File: src/design/calc_types_pkg.sv
// data width and vector types shared by the arithmetic unit
// pulled in by scoped name wherever operands or shift amounts appear
package calc_types_pkg;

  // default operand width, calc_top takes its WIDTH parameter from here
  localparam int WORD_WIDTH = 16;

  // bits needed to shift across a full word
  localparam int SHAMT_WIDTH = $clog2(WORD_WIDTH);

  // operand, accumulator and result vector
  typedef logic [WORD_WIDTH-1:0] word_t;

  // shift amount, sliced from the right operand
  typedef logic [SHAMT_WIDTH-1:0] shamt_t;

endpackage

File: src/design/calc_op_pkg.sv
// opcode type and named opcode values for the request interface
// codes outside this list return zero
package calc_op_pkg;

  typedef logic [3:0] op_t;

  // single step operators
  localparam op_t OP_AND = 4'h0;
  localparam op_t OP_OR  = 4'h1;
  localparam op_t OP_XOR = 4'h2;
  localparam op_t OP_SUB = 4'h3;
  localparam op_t OP_LSH = 4'h4;
  localparam op_t OP_RSH = 4'h5;

  // compares, one bit result padded with zeros
  localparam op_t OP_LT  = 4'h6;
  localparam op_t OP_EQ  = 4'h7;

  // iterative operations
  localparam op_t OP_MUL = 4'h8;
  localparam op_t OP_GCD = 4'h9;

endpackage

File: src/design/calc_core_ops.sv
// combinational operator block, the primitive library of the unit
// op picks one of the core operators applied to left and right
`timescale 1ns/10ps

module calc_core_ops #(
  parameter int WIDTH = calc_types_pkg::WORD_WIDTH
) (
  input  calc_op_pkg::op_t     op,
  input  calc_types_pkg::word_t left,
  input  calc_types_pkg::word_t right,
  output calc_types_pkg::word_t out,
  output logic                  cmp
);

  calc_types_pkg::shamt_t shamt;
  calc_types_pkg::word_t  and_out;
  calc_types_pkg::word_t  or_out;
  calc_types_pkg::word_t  xor_out;
  calc_types_pkg::word_t  sub_out;
  calc_types_pkg::word_t  lsh_out;
  calc_types_pkg::word_t  rsh_out;
  calc_types_pkg::word_t  lt_out;
  calc_types_pkg::word_t  eq_out;
  logic                   lt_bit;
  logic                   eq_bit;

  // slice the low bits of right as the shift amount
  assign shamt = right[$bits(calc_types_pkg::shamt_t)-1:0];

  assign and_out = left & right;
  assign or_out  = left | right;
  assign xor_out = left ^ right;
  assign sub_out = left - right;
  assign lsh_out = left << shamt;
  assign rsh_out = left >> shamt;

  assign lt_bit = left < right;
  assign eq_bit = left == right;

  // pad compare bits up to a full word
  assign lt_out = {{(WIDTH-1){1'b0}}, lt_bit};
  assign eq_out = {{(WIDTH-1){1'b0}}, eq_bit};

  // the fsm orders the gcd subtraction with this
  assign cmp = lt_bit;

  always_comb begin
    case (op)
      calc_op_pkg::OP_AND: begin
        out = and_out;
      end
      calc_op_pkg::OP_OR: begin
        out = or_out;
      end
      calc_op_pkg::OP_XOR: begin
        out = xor_out;
      end
      calc_op_pkg::OP_SUB: begin
        out = sub_out;
      end
      calc_op_pkg::OP_LSH: begin
        out = lsh_out;
      end
      calc_op_pkg::OP_RSH: begin
        out = rsh_out;
      end
      calc_op_pkg::OP_LT: begin
        out = lt_out;
      end
      calc_op_pkg::OP_EQ: begin
        out = eq_out;
      end
      default: begin
        // mul, gcd and undefined codes have no single operator
        out = '0;
      end
    endcase
  end

endmodule

File: src/design/calc_operand_regs.sv
// operand and accumulator registers for the iterative unit
// load captures a request, step advances one multiply or gcd iteration
`timescale 1ns/10ps

module calc_operand_regs #(
  parameter int WIDTH = calc_types_pkg::WORD_WIDTH
) (
  input  logic                  clk,
  input  logic                  rst_n,
  input  logic                  load,
  input  logic                  step,
  input  calc_op_pkg::op_t      mode,
  input  calc_types_pkg::word_t a,
  input  calc_types_pkg::word_t b,
  input  calc_types_pkg::word_t alu_out,
  input  logic                  cmp,
  output calc_types_pkg::word_t acc,
  output calc_types_pkg::word_t opa,
  output calc_types_pkg::word_t opb,
  output logic                  opa_zero,
  output logic                  opb_zero,
  output logic                  ops_equal
);

  calc_types_pkg::word_t neg_diff;
  logic                  mul_mode;
  logic                  gcd_mode;

  assign mul_mode = (mode == calc_op_pkg::OP_MUL);
  assign gcd_mode = (mode == calc_op_pkg::OP_GCD);

  // alu gives opa - opb, flip it when opb is the larger one
  assign neg_diff = ~alu_out + 1'b1;

  always_ff @(posedge clk) begin
    if (!rst_n) begin
      acc <= '0;
      opa <= '0;
      opb <= '0;
    end else if (load) begin
      opa <= a;
      opb <= b;
      acc <= '0;
    end else if (step) begin
      if (mul_mode) begin
        // shift and add, one multiplier bit per step
        if (opb[0]) begin
          acc <= acc + opa;
        end
        opa <= {opa[WIDTH-2:0], 1'b0};
        opb <= {1'b0, opb[WIDTH-1:1]};
      end else if (gcd_mode) begin
        // larger operand takes the difference
        if (cmp) begin
          opb <= neg_diff;
        end else begin
          opa <= alu_out;
        end
      end
    end
  end

  // loop exit conditions for the fsm
  assign opa_zero  = (opa == '0);
  assign opb_zero  = (opb == '0);
  assign ops_equal = (opa == opb);

endmodule

File: src/design/calc_step_counter.sv
// multiply step counter, restarts at zero on cnt_load
// last flags the step that reaches STEPS-1
`timescale 1ns/10ps

module calc_step_counter #(
  parameter int STEPS = calc_types_pkg::WORD_WIDTH
) (
  input  logic clk,
  input  logic rst_n,
  input  logic cnt_load,
  input  logic cnt_en,
  output logic last
);

  localparam int CNT_WIDTH = (STEPS > 1) ? $clog2(STEPS) : 1;

  logic [CNT_WIDTH-1:0] count;

  always_ff @(posedge clk) begin
    if (!rst_n) begin
      count <= '0;
    end else if (cnt_load) begin
      count <= '0;
    end else if (cnt_en) begin
      count <= count + 1'b1;
    end
  end

  assign last = (count == CNT_WIDTH'(STEPS - 1));

endmodule

File: src/design/calc_fsm.sv
// handshake and sequencing fsm of the unit
// steers operand registers, step counter and operator choice per opcode
`timescale 1ns/10ps

module calc_fsm (
  input  logic             clk,
  input  logic             rst_n,
  input  logic             req,
  output logic             ack,
  input  calc_op_pkg::op_t op,
  output logic             load,
  output logic             step,
  output logic             cnt_load,
  output logic             cnt_en,
  output calc_op_pkg::op_t alu_op,
  output logic             result_sel,
  input  logic             opa_zero,
  input  logic             opb_zero,
  input  logic             ops_equal,
  input  logic             last
);

  typedef enum logic [2:0] {IDLE, LOAD, EXEC, LOOP, DONE} state_t;

  state_t state;
  state_t state_next;
  logic   is_mul;
  logic   is_gcd;
  logic   gcd_done;

  assign is_mul   = (op == calc_op_pkg::OP_MUL);
  assign is_gcd   = (op == calc_op_pkg::OP_GCD);
  assign gcd_done = opa_zero | opb_zero | ops_equal;

  always_ff @(posedge clk) begin
    if (!rst_n) begin
      state <= IDLE;
      ack   <= 1'b0;
    end else begin
      state <= state_next;
      // ack follows req while the result is held
      ack   <= (state == DONE) && req;
    end
  end

  always_comb begin
    state_next = state;
    load       = 1'b0;
    step       = 1'b0;
    cnt_load   = 1'b0;
    cnt_en     = 1'b0;
    alu_op     = op;
    result_sel = 1'b0;
    case (state)
      IDLE: begin
        if (req) begin
          state_next = LOAD;
        end
      end
      LOAD: begin
        load       = 1'b1;
        cnt_load   = is_mul;
        state_next = (is_mul || is_gcd) ? LOOP : EXEC;
      end
      EXEC: begin
        result_sel = 1'b1;
        state_next = DONE;
      end
      LOOP: begin
        if (is_mul) begin
          step   = 1'b1;
          cnt_en = 1'b1;
          if (last) begin
            state_next = DONE;
          end
        end else begin
          alu_op = calc_op_pkg::OP_SUB;
          if (gcd_done) begin
            state_next = DONE;
          end else begin
            step = 1'b1;
          end
        end
      end
      DONE: begin
        // loops capture once, or of the final operands gives the answer
        if (!ack && (is_mul || is_gcd)) begin
          alu_op     = calc_op_pkg::OP_OR;
          result_sel = 1'b1;
        end
        if (!req) begin
          state_next = IDLE;
        end
      end
      default: begin
        state_next = IDLE;
      end
    endcase
  end

endmodule

File: src/design/calc_top.sv
// top of the iterative arithmetic unit with a four-phase req/ack port
// sets the data width and owns the result register
`timescale 1ns/10ps

module calc_top #(
  parameter int WIDTH = calc_types_pkg::WORD_WIDTH
) (
  input  logic                  clk,
  input  logic                  rst_n,
  input  logic                  req,
  input  calc_op_pkg::op_t      op,
  input  calc_types_pkg::word_t a,
  input  calc_types_pkg::word_t b,
  output logic                  ack,
  output calc_types_pkg::word_t result
);

  logic                  load;
  logic                  step;
  logic                  cnt_load;
  logic                  cnt_en;
  logic                  result_sel;
  logic                  last;
  logic                  cmp;
  logic                  opa_zero;
  logic                  opb_zero;
  logic                  ops_equal;
  calc_op_pkg::op_t      alu_op;
  calc_types_pkg::word_t acc;
  calc_types_pkg::word_t opa;
  calc_types_pkg::word_t opb;
  calc_types_pkg::word_t alu_left;
  calc_types_pkg::word_t alu_out;

  // product sits in acc, opb has shifted out to zero by then
  assign alu_left = (op == calc_op_pkg::OP_MUL) ? acc : opa;

  always_ff @(posedge clk) begin
    if (result_sel) begin
      result <= alu_out;
    end
  end

  calc_fsm i_calc_fsm (
    .clk        (clk),
    .rst_n      (rst_n),
    .req        (req),
    .ack        (ack),
    .op         (op),
    .load       (load),
    .step       (step),
    .cnt_load   (cnt_load),
    .cnt_en     (cnt_en),
    .alu_op     (alu_op),
    .result_sel (result_sel),
    .opa_zero   (opa_zero),
    .opb_zero   (opb_zero),
    .ops_equal  (ops_equal),
    .last       (last)
  );

  calc_operand_regs #(.WIDTH(WIDTH)) i_calc_operand_regs (
    .clk       (clk),
    .rst_n     (rst_n),
    .load      (load),
    .step      (step),
    .mode      (op),
    .a         (a),
    .b         (b),
    .alu_out   (alu_out),
    .cmp       (cmp),
    .acc       (acc),
    .opa       (opa),
    .opb       (opb),
    .opa_zero  (opa_zero),
    .opb_zero  (opb_zero),
    .ops_equal (ops_equal)
  );

  calc_step_counter #(.STEPS(WIDTH)) i_calc_step_counter (
    .clk      (clk),
    .rst_n    (rst_n),
    .cnt_load (cnt_load),
    .cnt_en   (cnt_en),
    .last     (last)
  );

  calc_core_ops #(.WIDTH(WIDTH)) i_calc_core_ops (
    .op    (alu_op),
    .left  (alu_left),
    .right (opb),
    .out   (alu_out),
    .cmp   (cmp)
  );

endmodule

File: config.mk
export PLATFORM = sky130hd
export DESIGN_NAME = calc_top
export DESIGN_NICKNAME = d
export VERILOG_FILES = /design/src/design/calc_types_pkg.sv /design/src/design/calc_op_pkg.sv /design/src/design/calc_core_ops.sv /design/src/design/calc_operand_regs.sv /design/src/design/calc_step_counter.sv /design/src/design/calc_fsm.sv /design/src/design/calc_top.sv
export SDC_FILE = /design/constraint.sdc
export NUM_CORES = 1
export LEC_CHECK = 0
export BUFFER_PORTS_ARGS = -buffer_cell sky130_fd_sc_hd__buf_2
export CAP_MARGIN = 25
export CORE_MARGIN = 2
export CORE_UTILIZATION = 53
export DETAILED_ROUTE_END_ITERATION = 8
export HOLD_SLACK_MARGIN = 0.08
export PLACE_DENSITY = 0.71
export SYNTH_ARGS = -nofsm -noshare
export SYNTH_HDL_FRONTEND = slang
export SYNTH_SLANG_ARGS = --single-unit
File: constraint.sdc
create_clock -name clk -period 7.5 [get_ports clk]
set_input_delay 1.5 -clock clk [delete_from_list [all_inputs] [get_ports clk]]
set_output_delay 1.5 -clock clk [all_outputs]
set_load 0.03 [all_outputs]
Word level (Yosys, flattened, before mapping)
Index checks and enable logic that the tools add are counted.

Register bits after elaboration: 72. Latch bits: 0. Memory bits (writable): 0. Bits in read-only memories: 0. Input bits: 39. Word-level logic and storage cells: 90. Memories kept: 0.

Add/sub/neg operators: 4. Multipliers: 0. Div/mod/pow operators: 0. Magnitude comparators: 1. Equal/unequal tests: 21. Shift-type cells: 2. Multiplexer cells: 31. Bitwise operators: 7. Reductions and logical operators: 17.

Operator list (number): $mux 16 (11); $pmux 16 s8 (1); $eq 16x16->1 (2); $logic_not 16->1 (2); $add 16x1->16 const B (1); $add 16x16->16 (1); $and 16x16->16 (1); $eq 4x3->1 const B (4); $lt 16x16->1 (1); $not 16->16 (1); $or 16x16->16 (1); $shl 16x4->16 (1); $shr 16x4->16 (1); $sub 16x16->16 (1); $xor 16x16->16 (1); $mux 3 (5); $pmux 3 s5 (1); $eq 4x4->1 const B (3); $mux 1 (9); $reduce_and 3->1 (3); $eq 4x2->1 const B (2); $mux 4 (2); $pmux 4 s2 (1); $eq 3x2->1 const B (2); 19 further kinds (25).

Longest topological paths before layout
Gate-level depths: netlist (run 1).

Depth after elaboration: 14. Gate-level depth with buffers: 23. Mapped depth without buffers: 20.

By module
A second synthesis (run 1) with hierarchy kept.

Cell total of the unflattened synthesis: 1000. Area total of the unflattened synthesis: 7926.4 um^2.

Modules (own cells, without submodules): calc_operand_regs (times used 1, cells an instance 456, area an instance 3544.6 um^2); calc_core_ops (times used 1, cells an instance 450, area an instance 3171.8 um^2); calc_top (times used 1, cells an instance 34, area an instance 695.7 um^2); calc_fsm (times used 1, cells an instance 42, area an instance 325.3 um^2); calc_step_counter (times used 1, cells an instance 18, area an instance 188.9 um^2).

Least setup slack after synthesis (run 1)
OpenSTA, ideal clock, no wires.

Kind: input port to flip-flop. From: in op[3]. To: reg i_calc_operand_regs.opb[10]. Setup time: 0.074 ns. Arrival: 5.824 ns. Setup slack: 1.602 ns. Stages: 22. Buffers on the path: 3. Path through: buf_4 nor4b_1 buf_4 mux2i_1 clkbuf_1 inv_1 ha_1 nor4bb_1 nor2b_1 a221oi_1 o21ai_0 or3_1 nand3_1 inv_1 ha_1 inv_1 or3_1 nor2_1 nand3_1 xnor2_1 a211o_1 a31oi_1.

Word-level cells in the longest chain between the ends: 14. Elaborated cells between the ends (all ways): 38. Those cells by class: add/sub: 2; order compare: 1; eq/ne: 10; shift: 2; mux: 12; bitwise: 4; reduce/logical: 7.

RTL lines: from (decl) (RTL line calc_top.sv:11) `input calc_op_pkg::op_t op,`; branches (longest 6 deep; another with $sub 16x16->16); $pmux 16 s8 * (RTL line calc_core_ops.sv:48) `case (op)`; named net alu_out[0] (RTL line calc_top.sv:33) `calc_types_pkg::word_t alu_out;`; $not 16->16 * (RTL line calc_operand_regs.sv:33) `assign neg_diff = ~alu_out + 1'b1;`; $add 16x1->16 * (RTL line calc_operand_regs.sv:33); $mux 16 * (RTL line calc_operand_regs.sv:54) `if (cmp) begin`; $mux 16 * (RTL line calc_operand_regs.sv:52) `end else if (gcd_mode) begin`; $mux 16 * (RTL line calc_operand_regs.sv:45) `if (mul_mode) begin`; $mux 16 * (RTL line calc_operand_regs.sv:44) `end else if (step) begin`; $mux 16 * (RTL line calc_operand_regs.sv:40) `end else if (load) begin`; to (signal assigned) (RTL line calc_operand_regs.sv:51) `opb <= {1'b0, opb[WIDTH-1:1]};`; to (signal assigned) (RTL line calc_operand_regs.sv:55) `opb <= neg_diff;`; to (decl) (RTL line calc_operand_regs.sv:19) `output calc_types_pkg::word_t opb,`.

Mark *: on every way through the listed nets, which the timed path passes. The select of a mux whose other input is x is not followed. A chain may end at the register's enable or synchronous reset.

Worst setup path after layout (run 1)
From: in op[0]. To: reg i_calc_operand_regs.opb[10].

Same word-level chain as after synthesis.

==> results.tsv, run 1 <==
metric	value	unit
outcome	completed	
cts_made_buffers	9	
root_buffer	clkbuf_16	
ir_worst_vdd	152	µV
grt_pass1_wl	46100	µm
post-route-min-period	6.71	ns
ctsHoldBuffers	0	
critPathCaptureType	flop	
skew	0.00998	ns
dieArea	16000	µm²
post-route-period-util	89.5	%
synthCells	983	
synth_fa_ha_area_share	10.9	%
cts_max_level	3	
max-cap-violations	0	
max_stage_delay	0.66	ns
synth_top_area_share	14.1	%
ys_top_cells_by_count	93 x nand2_1, 93 x nor2_1, 74 x a21oi_1	
critPathKind	in2reg	
ant_nets	0	
top_layer	met4	
cts_tree	built	
dr.pass1.iters	6	
drive_gt1_share	16.5	%
setup_viol	0	
initialDrtViolationCount	1093	
num_antenna_cells	0	
clock_path_buffers	2	
ys_top_cells_by_area	dfxtp_1 14%, ha_1 10%, mux4_2 8.0%, edfxtp_1 6.1%, a21oi_1 4.7%	
rsz0062_at_grt	no	
cts_resized	0	
met2_length	13300	µm
worstPathRequired	7.78	ns
power_density	187	nW/µm²
port-buffer-count	55	
ys_types	91	
die_w	126	µm
cp_cell_sequence	buf_2 -> nor4b_2 -> mux2i_1 -> inv_1 -> ha_1 -> nor4bb_1 -> nor2b_1 -> a221oi_1 -> o21ai_0 -> or3_1 -> nand3_1 -> inv_1 -> ha_1 -> inv_1 -> or3_1 -> nor2_1 -> nand3_1 -> xnor2_1 -> a211o_1 -> a31oi_1	
met3_wirelength	3170	µm
yosys_warnings	0	
clkTransAtPathRegs	0.06	ns
coreArea	14600	µm²
hold_viol_final	0	
cts_sinks	72	
slew_headroom	35.7	%
synth-simple-area-share	21.8	%
cpMostUsedCell	inv_1	
crit_arrival	6.99	ns
synthFlopType	dfxtp_1	
ys_seq_area_share	20.2	%
grt_max_degree	45	
track_usage	37.9	%
gp_congestion	1.07	
clock_latency	0.35	ns
floorplan.initialDensity	54.4	%
synth_mux_area_share	13.8	%
ys_ff_latch	72	
syn_to_final_growth	10.9	%
grt_pass1_vias	7555	
tightest_slew	0.961	ns
via_count	8336	
synthXorXnorAreaFrac	4.75	%
avgSynthCellArea	8.07	µm²
cp-start-kind	input port	
slew_violations	0	
rrSetupSlack	2.43	ns
slowest_stage	nor4b_2	
synth-edff-count	16	
nNetsFinal	1129	
holdCritPathClass	reg2reg	
post-dp-hpwl	22700	µm
drcViolationCount	0	
setup_tns	0	ns
cp_max_fo	12	
final_util	60.3	%
fmax	0.149	GHz
cellLeakagePower	3.71	nW
synth.largest_area_cell	dfxtp_1	
chipHeight	126	µm
wl	30500	µm
rows	44	
synth_compound_area_share	22.3	%
overflow	0	
synthArstFlopShare	0	%
synth.net_count	1090	
synth_top_family_by_area	compound AO/OA/AOI/OAI gates	
post_cts_buffers	0	
wl_met1	12300	µm
drt-wirelength-per-cell	25.2	µm
synth_area	7930	µm²
antenna_found_initial	0	
io_pins	56	
viasPerCell	6.88	
area by class of cell:
| class | instances | area, µm² |
|---|---|---|
| clock buffers | 10 | 239 |
| flip-flops and latches | 72 | 1600 |
| multi-input cells | 790 | 5850 |
| inverters | 59 | 221 |
| well taps | 184 | 230 |
| repair buffers | 90 | 561 |
| fillers | 1334 | 5800 |
| clock inverters | 6 | 90.1 |
worst paths after layout:
kind                                              startpoint                            to  cells after the start
worst min register to register  i_calc_step_counter.count[3]  i_calc_step_counter.count[3]                      1
worst max register to register    i_calc_operand_regs.opa[4]   i_calc_operand_regs.opb[10]                     18
worst max-delay path                                   op[0]   i_calc_operand_regs.opb[10]                     20
worst min-delay path            i_calc_step_counter.count[3]  i_calc_step_counter.count[3]                      1
metal layers:
layer / GRT usage (%) / up-vias
met3: 7.84 / 113
met1: 52.0 / 3918
met5: 0 / -
li1: - / 3731
met2: 57.4 / 574
met4: 18.2 / 0
kinds of logic after synthesis:
| group | Yosys count |
|---|---|
| AOI/OAI and AO/OA | 264 |
| xor gates and xnor gates | 43 |
| DFF | 72 |
| buffers and inverters | 121 |
| and+or+nand+nor | 345 |
| adders and majority gates | 68 |
| muxes | 70 |
placed cells by master, fill, tap and decap left out, types with 4 or more instances in the layout:
cell and count:
xnor2_1 30, and3_1 10, o21ai_0 38, or3_1 10
nor3_1 24, a2bb2oi_1 4, mux2_2 4, nand3_1 27
o211ai_1 10, nor2b_1 11, or2_2 6, dfxtp_1 56
a211oi_1 22, a31oi_1 9, edfxtp_1 16, buf_4 33
a21oi_1 74, inv_1 56, o311ai_0 7, a211o_1 8
a32oi_1 6, xor2_1 13, o32ai_1 4, nand4_1 14
nand2_1 93, nand3b_1 9, mux2i_1 34, clkbuf_16 9
buf_2 55, and2_1 7, ha_1 66, nor4_1 9
o22ai_1 18, mux4_2 28, a22oi_1 7, nor2_1 92
a21o_1 6, nand2b_1 8
sequential cells by signal (all words and copies together), names as in the netlist:
register	count
i_calc_fsm.state	3
i_calc_fsm.ack	1
i_calc_operand_regs.opa	16
i_calc_operand_regs.acc	16
i_calc_operand_regs.opb	16
i_calc_step_counter.count	4
result	16
metrics by stage:
step	area [µm²]	instances	hold WS (ns)	power, W	setup WS (ns)
after CTS	8760	1210	0.490	0.00162	1.01
after global routing	8790	1211	0.517	0.00171	0.463
final	8790	1211	0.489	0.00164	0.788
after floorplan	7930	983	0.440	0.000937	1.60
after global placement	8430	1193	0.475	0.00114	0.796
after detailed placement	8440	1194	0.473	0.00114	0.680
power by group:
part / total (W) / internal [W] / leakage (nW) / switching [W]
sequential: 0.000460 / 0.000418 / 0.605 / 0.0000421
combinational: 0.000700 / 0.000273 / 2.95 / 0.000426
clock: 0.000483 / 0.000302 / 0.156 / 0.000182
total: 0.00164 / 0.000993 / 3.71 / 0.000650
critical path: cells and delay by family:
| kind | cells | cell delay (ns) |
|---|---|---|
| muxes | 1 | 0.52 |
| and+or+nand+nor | 8 | 2.64 |
| AOI/OAI and AO/OA | 4 | 1.11 |
| buffers and inverters | 4 | 0.50 |
| xor gates and xnor gates | 1 | 0.16 |
| adders and majority gates | 2 | 0.58 |
(Power assumes the default switching activity.)
==> inputs of run 2 (changes only) <==
--- a/config.mk
+++ b/config.mk
@@ -9,6 +9,7 @@
 export CAP_MARGIN = 25
 export CORE_MARGIN = 2
 export CORE_UTILIZATION = 53
+export CTS_BUF_LIST = sky130_fd_sc_hd__clkbuf_2
 export DETAILED_ROUTE_END_ITERATION = 8
 export HOLD_SLACK_MARGIN = 0.08
 export PLACE_DENSITY = 0.71
==> results.tsv, run 2 (synthesis results as in run 1) <==
metric	value	unit	change
die_w	126	µm	unchanged
most-common-layout-cells	93 x nand2_1, 92 x nor2_1, 74 x a21oi_1		
seq_area	1600	µm²	unchanged
clock_latency	0.61	ns	+0.26 ns
via_count	8218		-1.4%
root_buffer	clkbuf_2		
crit_family	simple AND/OR/NAND/NOR gates		
power	0.00143	W	-13%
cts_max_level	3		unchanged
ir_worst_vdd	121	µV	-20%
critPathCaptureType	flop		
wl	30300	µm	-0.80%
post-route-min-period	6.52	ns	-0.193 ns
dieArea	16000	µm²	unchanged
floorplan.initialDensity	54.4	%	unchanged
num-fill-cells	1356		+1.6%
post-dp-hpwl	22700	µm	unchanged
hold_viol_final	0		unchanged
grt_max_degree	45		unchanged
io_pins	56		unchanged
slowest_stage	nor4b_2		
port-buffer-count	55		unchanged
rows	44		unchanged
grt_busiest_layer	met2		
drt-wirelength-per-cell	25.0	µm	-0.88%
worstPathRequired	8.05	ns	+0.27 ns
drive_gt1_share	16.4	%	-0.097 points
clkTransAtPathRegs	0.23	ns	+0.17 ns
initialDrtViolationCount	1154		+5.6%
chipHeight	126	µm	unchanged
dr.pass1.iters	7		+1
grt_util_met3	9.15	%	+1.3 points
nNetsFinal	1129		unchanged
antenna_found_initial	1		+1
power_density	166	nW/µm²	-11%
grt_pass1_vias	7539		-0.21%
setup_viol	0		unchanged
use_met1	50.7	%	-1.4 points
setup_tns	0	ns	unchanged
fmax	0.153	GHz	+3.0%
track_usage	37.6	%	-0.33 points
drcViolationCount	0		unchanged
post_cts_buffers	0		unchanged
ctsHoldBuffers	0		unchanged
viasPerCell	6.78		-1.5%
clock_path_buffers	2		unchanged
cpMostUsedCell	inv_1		
slew_headroom	37.7	%	+2.1 points
multi_input_area	5850	µm²	unchanged
outcome	completed		
cp-start-kind	input port		
coreArea	14600	µm²	unchanged
use_met2	55.8	%	-1.5 points
post-route-period-util	86.9	%	-2.6 points
overflow	0		unchanged
max-cap-violations	0		unchanged
max_stage_delay	0.66	ns	about the same
crit_arrival	7.06	ns	+0.07 ns
gp_congestion	1.07		unchanged
cts_tree	built		
skew	0.0581	ns	+0.0481 ns
ant_nets	0		unchanged
cp_max_fo	12		unchanged
syn_to_final_growth	8.49	%	
cts_sinks	72		unchanged
holdCritPathClass	reg2reg		
cts_resized	0		unchanged
critPathKind	in2reg		
slew_violations	0		unchanged
rsz0062_at_grt	no		
path_buf_inv	4		unchanged
cellLeakagePower	3.63	nW	-2.1%
whs	0.507	ns	+0.0175 ns
cp_cell_sequence	buf_2 -> nor4b_2 -> mux2i_1 -> inv_1 -> ha_1 -> nor4bb_1 -> nor2b_1 -> a221oi_1 -> o21ai_0 -> or3_1 -> nand3_1 -> inv_1 -> ha_1 -> inv_1 -> or3_1 -> nor2_1 -> nand3_1 -> xnor2_1 -> a211o_1 -> a31oi_1		
cts_made_buffers	9		unchanged
final_common_cell	nand2_1		
tightest_slew	0.932	ns	-0.0296 ns
grt_pass1_wl	45800	µm	-0.75%
## run 2: cell count changes in the layout (fill, tap and decap cells not counted), sizes merged
cell    delta
clkbuf     -1
diode      +1
clkinv     +1
## run 2: worst min-delay path, cell delays in order, from the launching register on
cell and delay [ns]:
dfxtp_1 0.38, nand2_1 0.06, a21oi_1 0.05
## run 2: per-layer routing
metal / part of all wire [%] / wire length, µm
met5: 0 / 0
met4: 5.8 / 1760
met3: 11 / 3470
met2: 43 / 13100
met1: 40 / 12000
## run 2: path summary, 6_finish.rpt
check | endpoint | startpoint | depth (start not counted) | slack [ns]
hold / removal | i_calc_operand_regs.acc[12] | i_calc_operand_regs.acc[12] | 2 | 0.51
hold reg to reg | i_calc_operand_regs.acc[12] | i_calc_operand_regs.acc[12] | 2 | 0.51
setup reg to reg | i_calc_operand_regs.opb[10] | i_calc_operand_regs.opa[4] | 18 | 2.35
setup / recovery | i_calc_operand_regs.opb[10] | op[0] | 20 | 0.98
## run 2: per-stage QoR
| stage | setup WS, ns | utilization (%) | cell area (µm²) | cells |
|---|---|---|---|---|
| floorplan | 1.60 | - | 7930 | 983 |
| global placement | 0.796 | 57.8 | 8430 | 1193 |
| detailed placement | 0.680 | 57.8 | 8440 | 1194 |
| CTS | 1.31 | 58.8 | 8570 | 1210 |
| global route | 0.786 | 59.0 | 8600 | 1212 |
| finish | 0.981 | 59.0 | 8600 | 1212 |
## run 2: power by group
part           internal (W)  switching, W  leakage (nW)
combinational      0.000273      0.000426          2.95
clock              0.000110      0.000162        0.0765
sequential         0.000419     0.0000419         0.605
## run 2: cell type report
type | count | area share (%)
Antenna cell | 1 | 0.0291
Clock buffer | 9 | 0.523
Clock inverter | 7 | 1.09
Inverter | 59 | 2.57
Multi-Input combinational cell | 790 | 68.0
Sequential cell | 72 | 18.6
Tap cell | 184 | 2.68
Timing Repair Buffer | 90 | 6.51
==> inputs of run 3 (changes only) <==
--- a/config.mk
+++ b/config.mk
@@ -8,11 +8,12 @@
 export BUFFER_PORTS_ARGS = -buffer_cell sky130_fd_sc_hd__buf_2
 export CAP_MARGIN = 25
 export CORE_MARGIN = 2
-export CORE_UTILIZATION = 53
+export CORE_UTILIZATION = 55
 export CTS_BUF_LIST = sky130_fd_sc_hd__clkbuf_2
 export DETAILED_ROUTE_END_ITERATION = 8
 export HOLD_SLACK_MARGIN = 0.08
-export PLACE_DENSITY = 0.71
+export PLACE_DENSITY = 0.74
 export SYNTH_ARGS = -nofsm -noshare
 export SYNTH_HDL_FRONTEND = slang
+export SYNTH_HIERARCHICAL = 1
 export SYNTH_SLANG_ARGS = --single-unit
==> results.tsv, run 3 <==
metric	value	unit	change
outcome	completed		
synth-edff-count	16		unchanged
min_delay_worst_endpoint	i_calc_operand_regs/acc[0]		
ir_worst_vdd	232	µV	+91%
die_w	124	µm	-1.8%
dr.pass1.iters	5		-2
grt_max_degree	60		+33%
clkTransAtPathRegs	0.21	ns	-0.02 ns
rrSetupSlack	2.76	ns	+0.41 ns
cts_sinks	72		unchanged
post_dp_cell_area	8340	µm²	-1.1%
slowest_stage	o41ai_1		
cts_made_buffers	9		unchanged
synth.largest_area_cell	dfxtp_1		
grt_pass1_vias	7297		-3.2%
fmax	0.170	GHz	+11%
rsz0062_at_grt	no		
post_cts_buffers	0		unchanged
antenna_found_initial	1		unchanged
synth.net_count	1108		+1.7%
hold_depth	2		unchanged
whs	0.505	ns	-0.00188 ns
ys_types	86		-5.5%
chipHeight	124	µm	-1.8%
r2r_end	i_calc_operand_regs/opb[2]		
tightest_slew	0.993	ns	+0.0615 ns
crit_family	compound AO/OA/AOI/OAI gates		
r2r-start	i_calc_operand_regs/opb[3]		
coreArea	14000	µm²	-4.1%
clock_latency	0.60	ns	about the same
nNetsFinal	1137		+0.71%
synth_top_area_share	14.1	%	about the same
floorplan.initialDensity	56.7	%	+2.3 points
synth_most_common_cell	nor2_1		
root_buffer	clkbuf_2		
synthFlopType	dfxtp_1		
clock_path_buffers	2		unchanged
cp-start-kind	input port		
post-dp-hpwl	19300	µm	-15%
crit_arrival	6.37	ns	-0.69 ns
setup_tns	0	ns	unchanged
ys_ff_latch	72		unchanged
grt_pass1_wl	40800	µm	-11%
via_count	8127		-1.1%
min_from	i_calc_operand_regs/acc[0]		
cp_max_fo	16		+4
io_pins	56		unchanged
ys_seq_area_share	20.2	%	about the same
drcViolationCount	0		unchanged
setup_viol	0		unchanged
holdCritPathClass	reg2reg		
slew_headroom	33.8	%	-4.0 points
worstPathRequired	8.00	ns	-0.05 ns
ys_top_cells_by_area	dfxtp_1 14%, ha_1 11%, mux2i_1 8.5%, edfxtp_1 6.1%, nor2_1 4.3%		
critPathCaptureType	flop		
path_buf_inv	4		unchanged
drt-wirelength-per-cell	21.9	µm	-12%
synthCells	1000		+1.7%
finalInstanceArea	8480	µm²	-1.5%
synth_area	7930	µm²	about the same
final_common_cell	nor2_1		
post-route-period-util	78.3	%	-8.6 points
power_density	313	nW/µm²	+88%
rows	43		-2.3%
max_stage_delay	0.80	ns	+0.14 ns
cts_resized	0		unchanged
max-cap-violations	0		unchanged
wl	26600	µm	-12%
initialDrtViolationCount	1089		-5.6%
synthArstFlopShare	0	%	unchanged
slew_violations	0		unchanged
cts_tree	built		
skew	0.0480	ns	-0.0100 ns
gp_congestion	0.996		-6.6%
most-common-layout-cells	91 x nor2_1, 70 x nand2_1, 67 x mux2i_1, 67 x a21oi_1, 67 x ha_1		
dieArea	15400	µm²	-3.6%
cellLeakagePower	3.39	nW	-6.8%
avgSynthCellArea	7.93	µm²	-1.8%
hold_viol_final	0		unchanged
drive_gt1_share	13.4	%	-2.9 points
overflow	0		unchanged
cp_cell_sequence	buf_2 -> nor4b_4 -> buf_4 -> mux2_2 -> inv_1 -> ha_1 -> fa_1 -> o21bai_1 -> a2111oi_4 -> o21ai_2 -> a22oi_1 -> a21oi_1 -> o41ai_1 -> inv_1 -> ha_1 -> xor2_1 -> nor2_1 -> a211oi_1 -> nor3_1 -> a21oi_1 -> nor2b_1		
ys_top_cells_by_count	91 x nor2_1, 70 x nand2_1, 67 x a21oi_1, 67 x ha_1, 67 x mux2i_1		
rr_worst_depth	16		-2
port-buffer-count	55		unchanged
syn_to_final_growth	6.95	%	
track_usage	35.0	%	-2.6 points
ctsHoldBuffers	0		unchanged
viasPerCell	6.69		-1.4%
cts_max_level	3		unchanged
post-route-min-period	5.87	ns	-0.647 ns
yosys_warnings	6		+6
critPathKind	in2reg		
ant_nets	0		unchanged
==> run 3: how the worst max path moves through the flow <==
stage | start | to | slack (ns) | depth (start not counted)
floorplan | op[1] | i_calc_operand_regs/opb[15] | 1.80 | 17
global placement | op[1] | i_calc_operand_regs/opb[2] | 1.25 | 21
detailed placement | op[1] | i_calc_operand_regs/opb[15] | 1.15 | 17
CTS | op[1] | i_calc_operand_regs/opb[2] | 1.79 | 21
global route | op[1] | i_calc_operand_regs/opb[2] | 1.39 | 21
finish | op[1] | i_calc_operand_regs/opb[2] | 1.63 | 21
==> run 3: worst register-to-register path, cell delays in order, from the launching register on <==
cell and delay, ns:
dfxtp_1 0.75, inv_1 0.24, ha_1 0.47, nor2_2 0.10, a2111oi_4 0.41, o21ai_2 0.15
a22oi_1 0.32, a21oi_1 0.16, o41ai_1 0.80, inv_1 0.19, ha_1 0.31, xor2_1 0.17
nor2_1 0.05, a211oi_1 0.25, nor3_1 0.07, a21oi_1 0.15, nor2b_1 0.06
==> run 3: cell families after synthesis <==
| group | share of synthesized area [%] |
|---|---|
| AO/OA/AOI/OAI | 23.0 |
| XOR/XNOR | 5.08 |
| adder cells (fa/ha/maj) | 11.1 |
| buffers and inverters | 6.09 |
| flip-flops | 20.2 |
| multiplexers | 12.9 |
| AND/OR/NAND/NOR | 21.6 |
==> run 3: area by class of cell <==
| cell class | count | area (µm²) |
|---|---|---|
| Antenna cell | 1 | 2.50 |
| Clock buffer | 10 | 50.0 |
| Clock inverter | 6 | 85.1 |
| Fill cell | 1305 | 5510 |
| Inverter | 58 | 218 |
| Multi-Input combinational cell | 811 | 5850 |
| Sequential cell | 72 | 1600 |
| Tap cell | 180 | 225 |
| Timing Repair Buffer | 77 | 440 |
==> run 3: through the flow <==
stage	power [W]	worst slack, ns	cells	util, %
final	0.00265	1.63	1215	60.6
after global routing	0.00282	1.39	1215	60.6
after CTS	0.00260	1.79	1214	60.6
after detailed placement	0.00233	1.15	1198	59.6
after global placement	0.00233	1.25	1198	59.6
after floorplan	0.00187	1.80	1000	-
==> run 3: metal layers <==
layer	vias up	routed length (µm)	GRT usage, %
li1	3754	-	-
met1	3770	11300	49.6
met2	516	11400	51.8
met3	87	2710	6.27
met4	0	1200	15.6
met5	-	0	0
==> run 3: report_power, final <==
part / leakage, nW / switching (W) / total [W] / internal [W]
clock network: 0.0796 / 0.000154 / 0.000265 / 0.000111
logic: 2.70 / 0.00111 / 0.00179 / 0.000685
registers: 0.604 / 0.000123 / 0.000593 / 0.000470
total: 3.39 / 0.00139 / 0.00265 / 0.00127
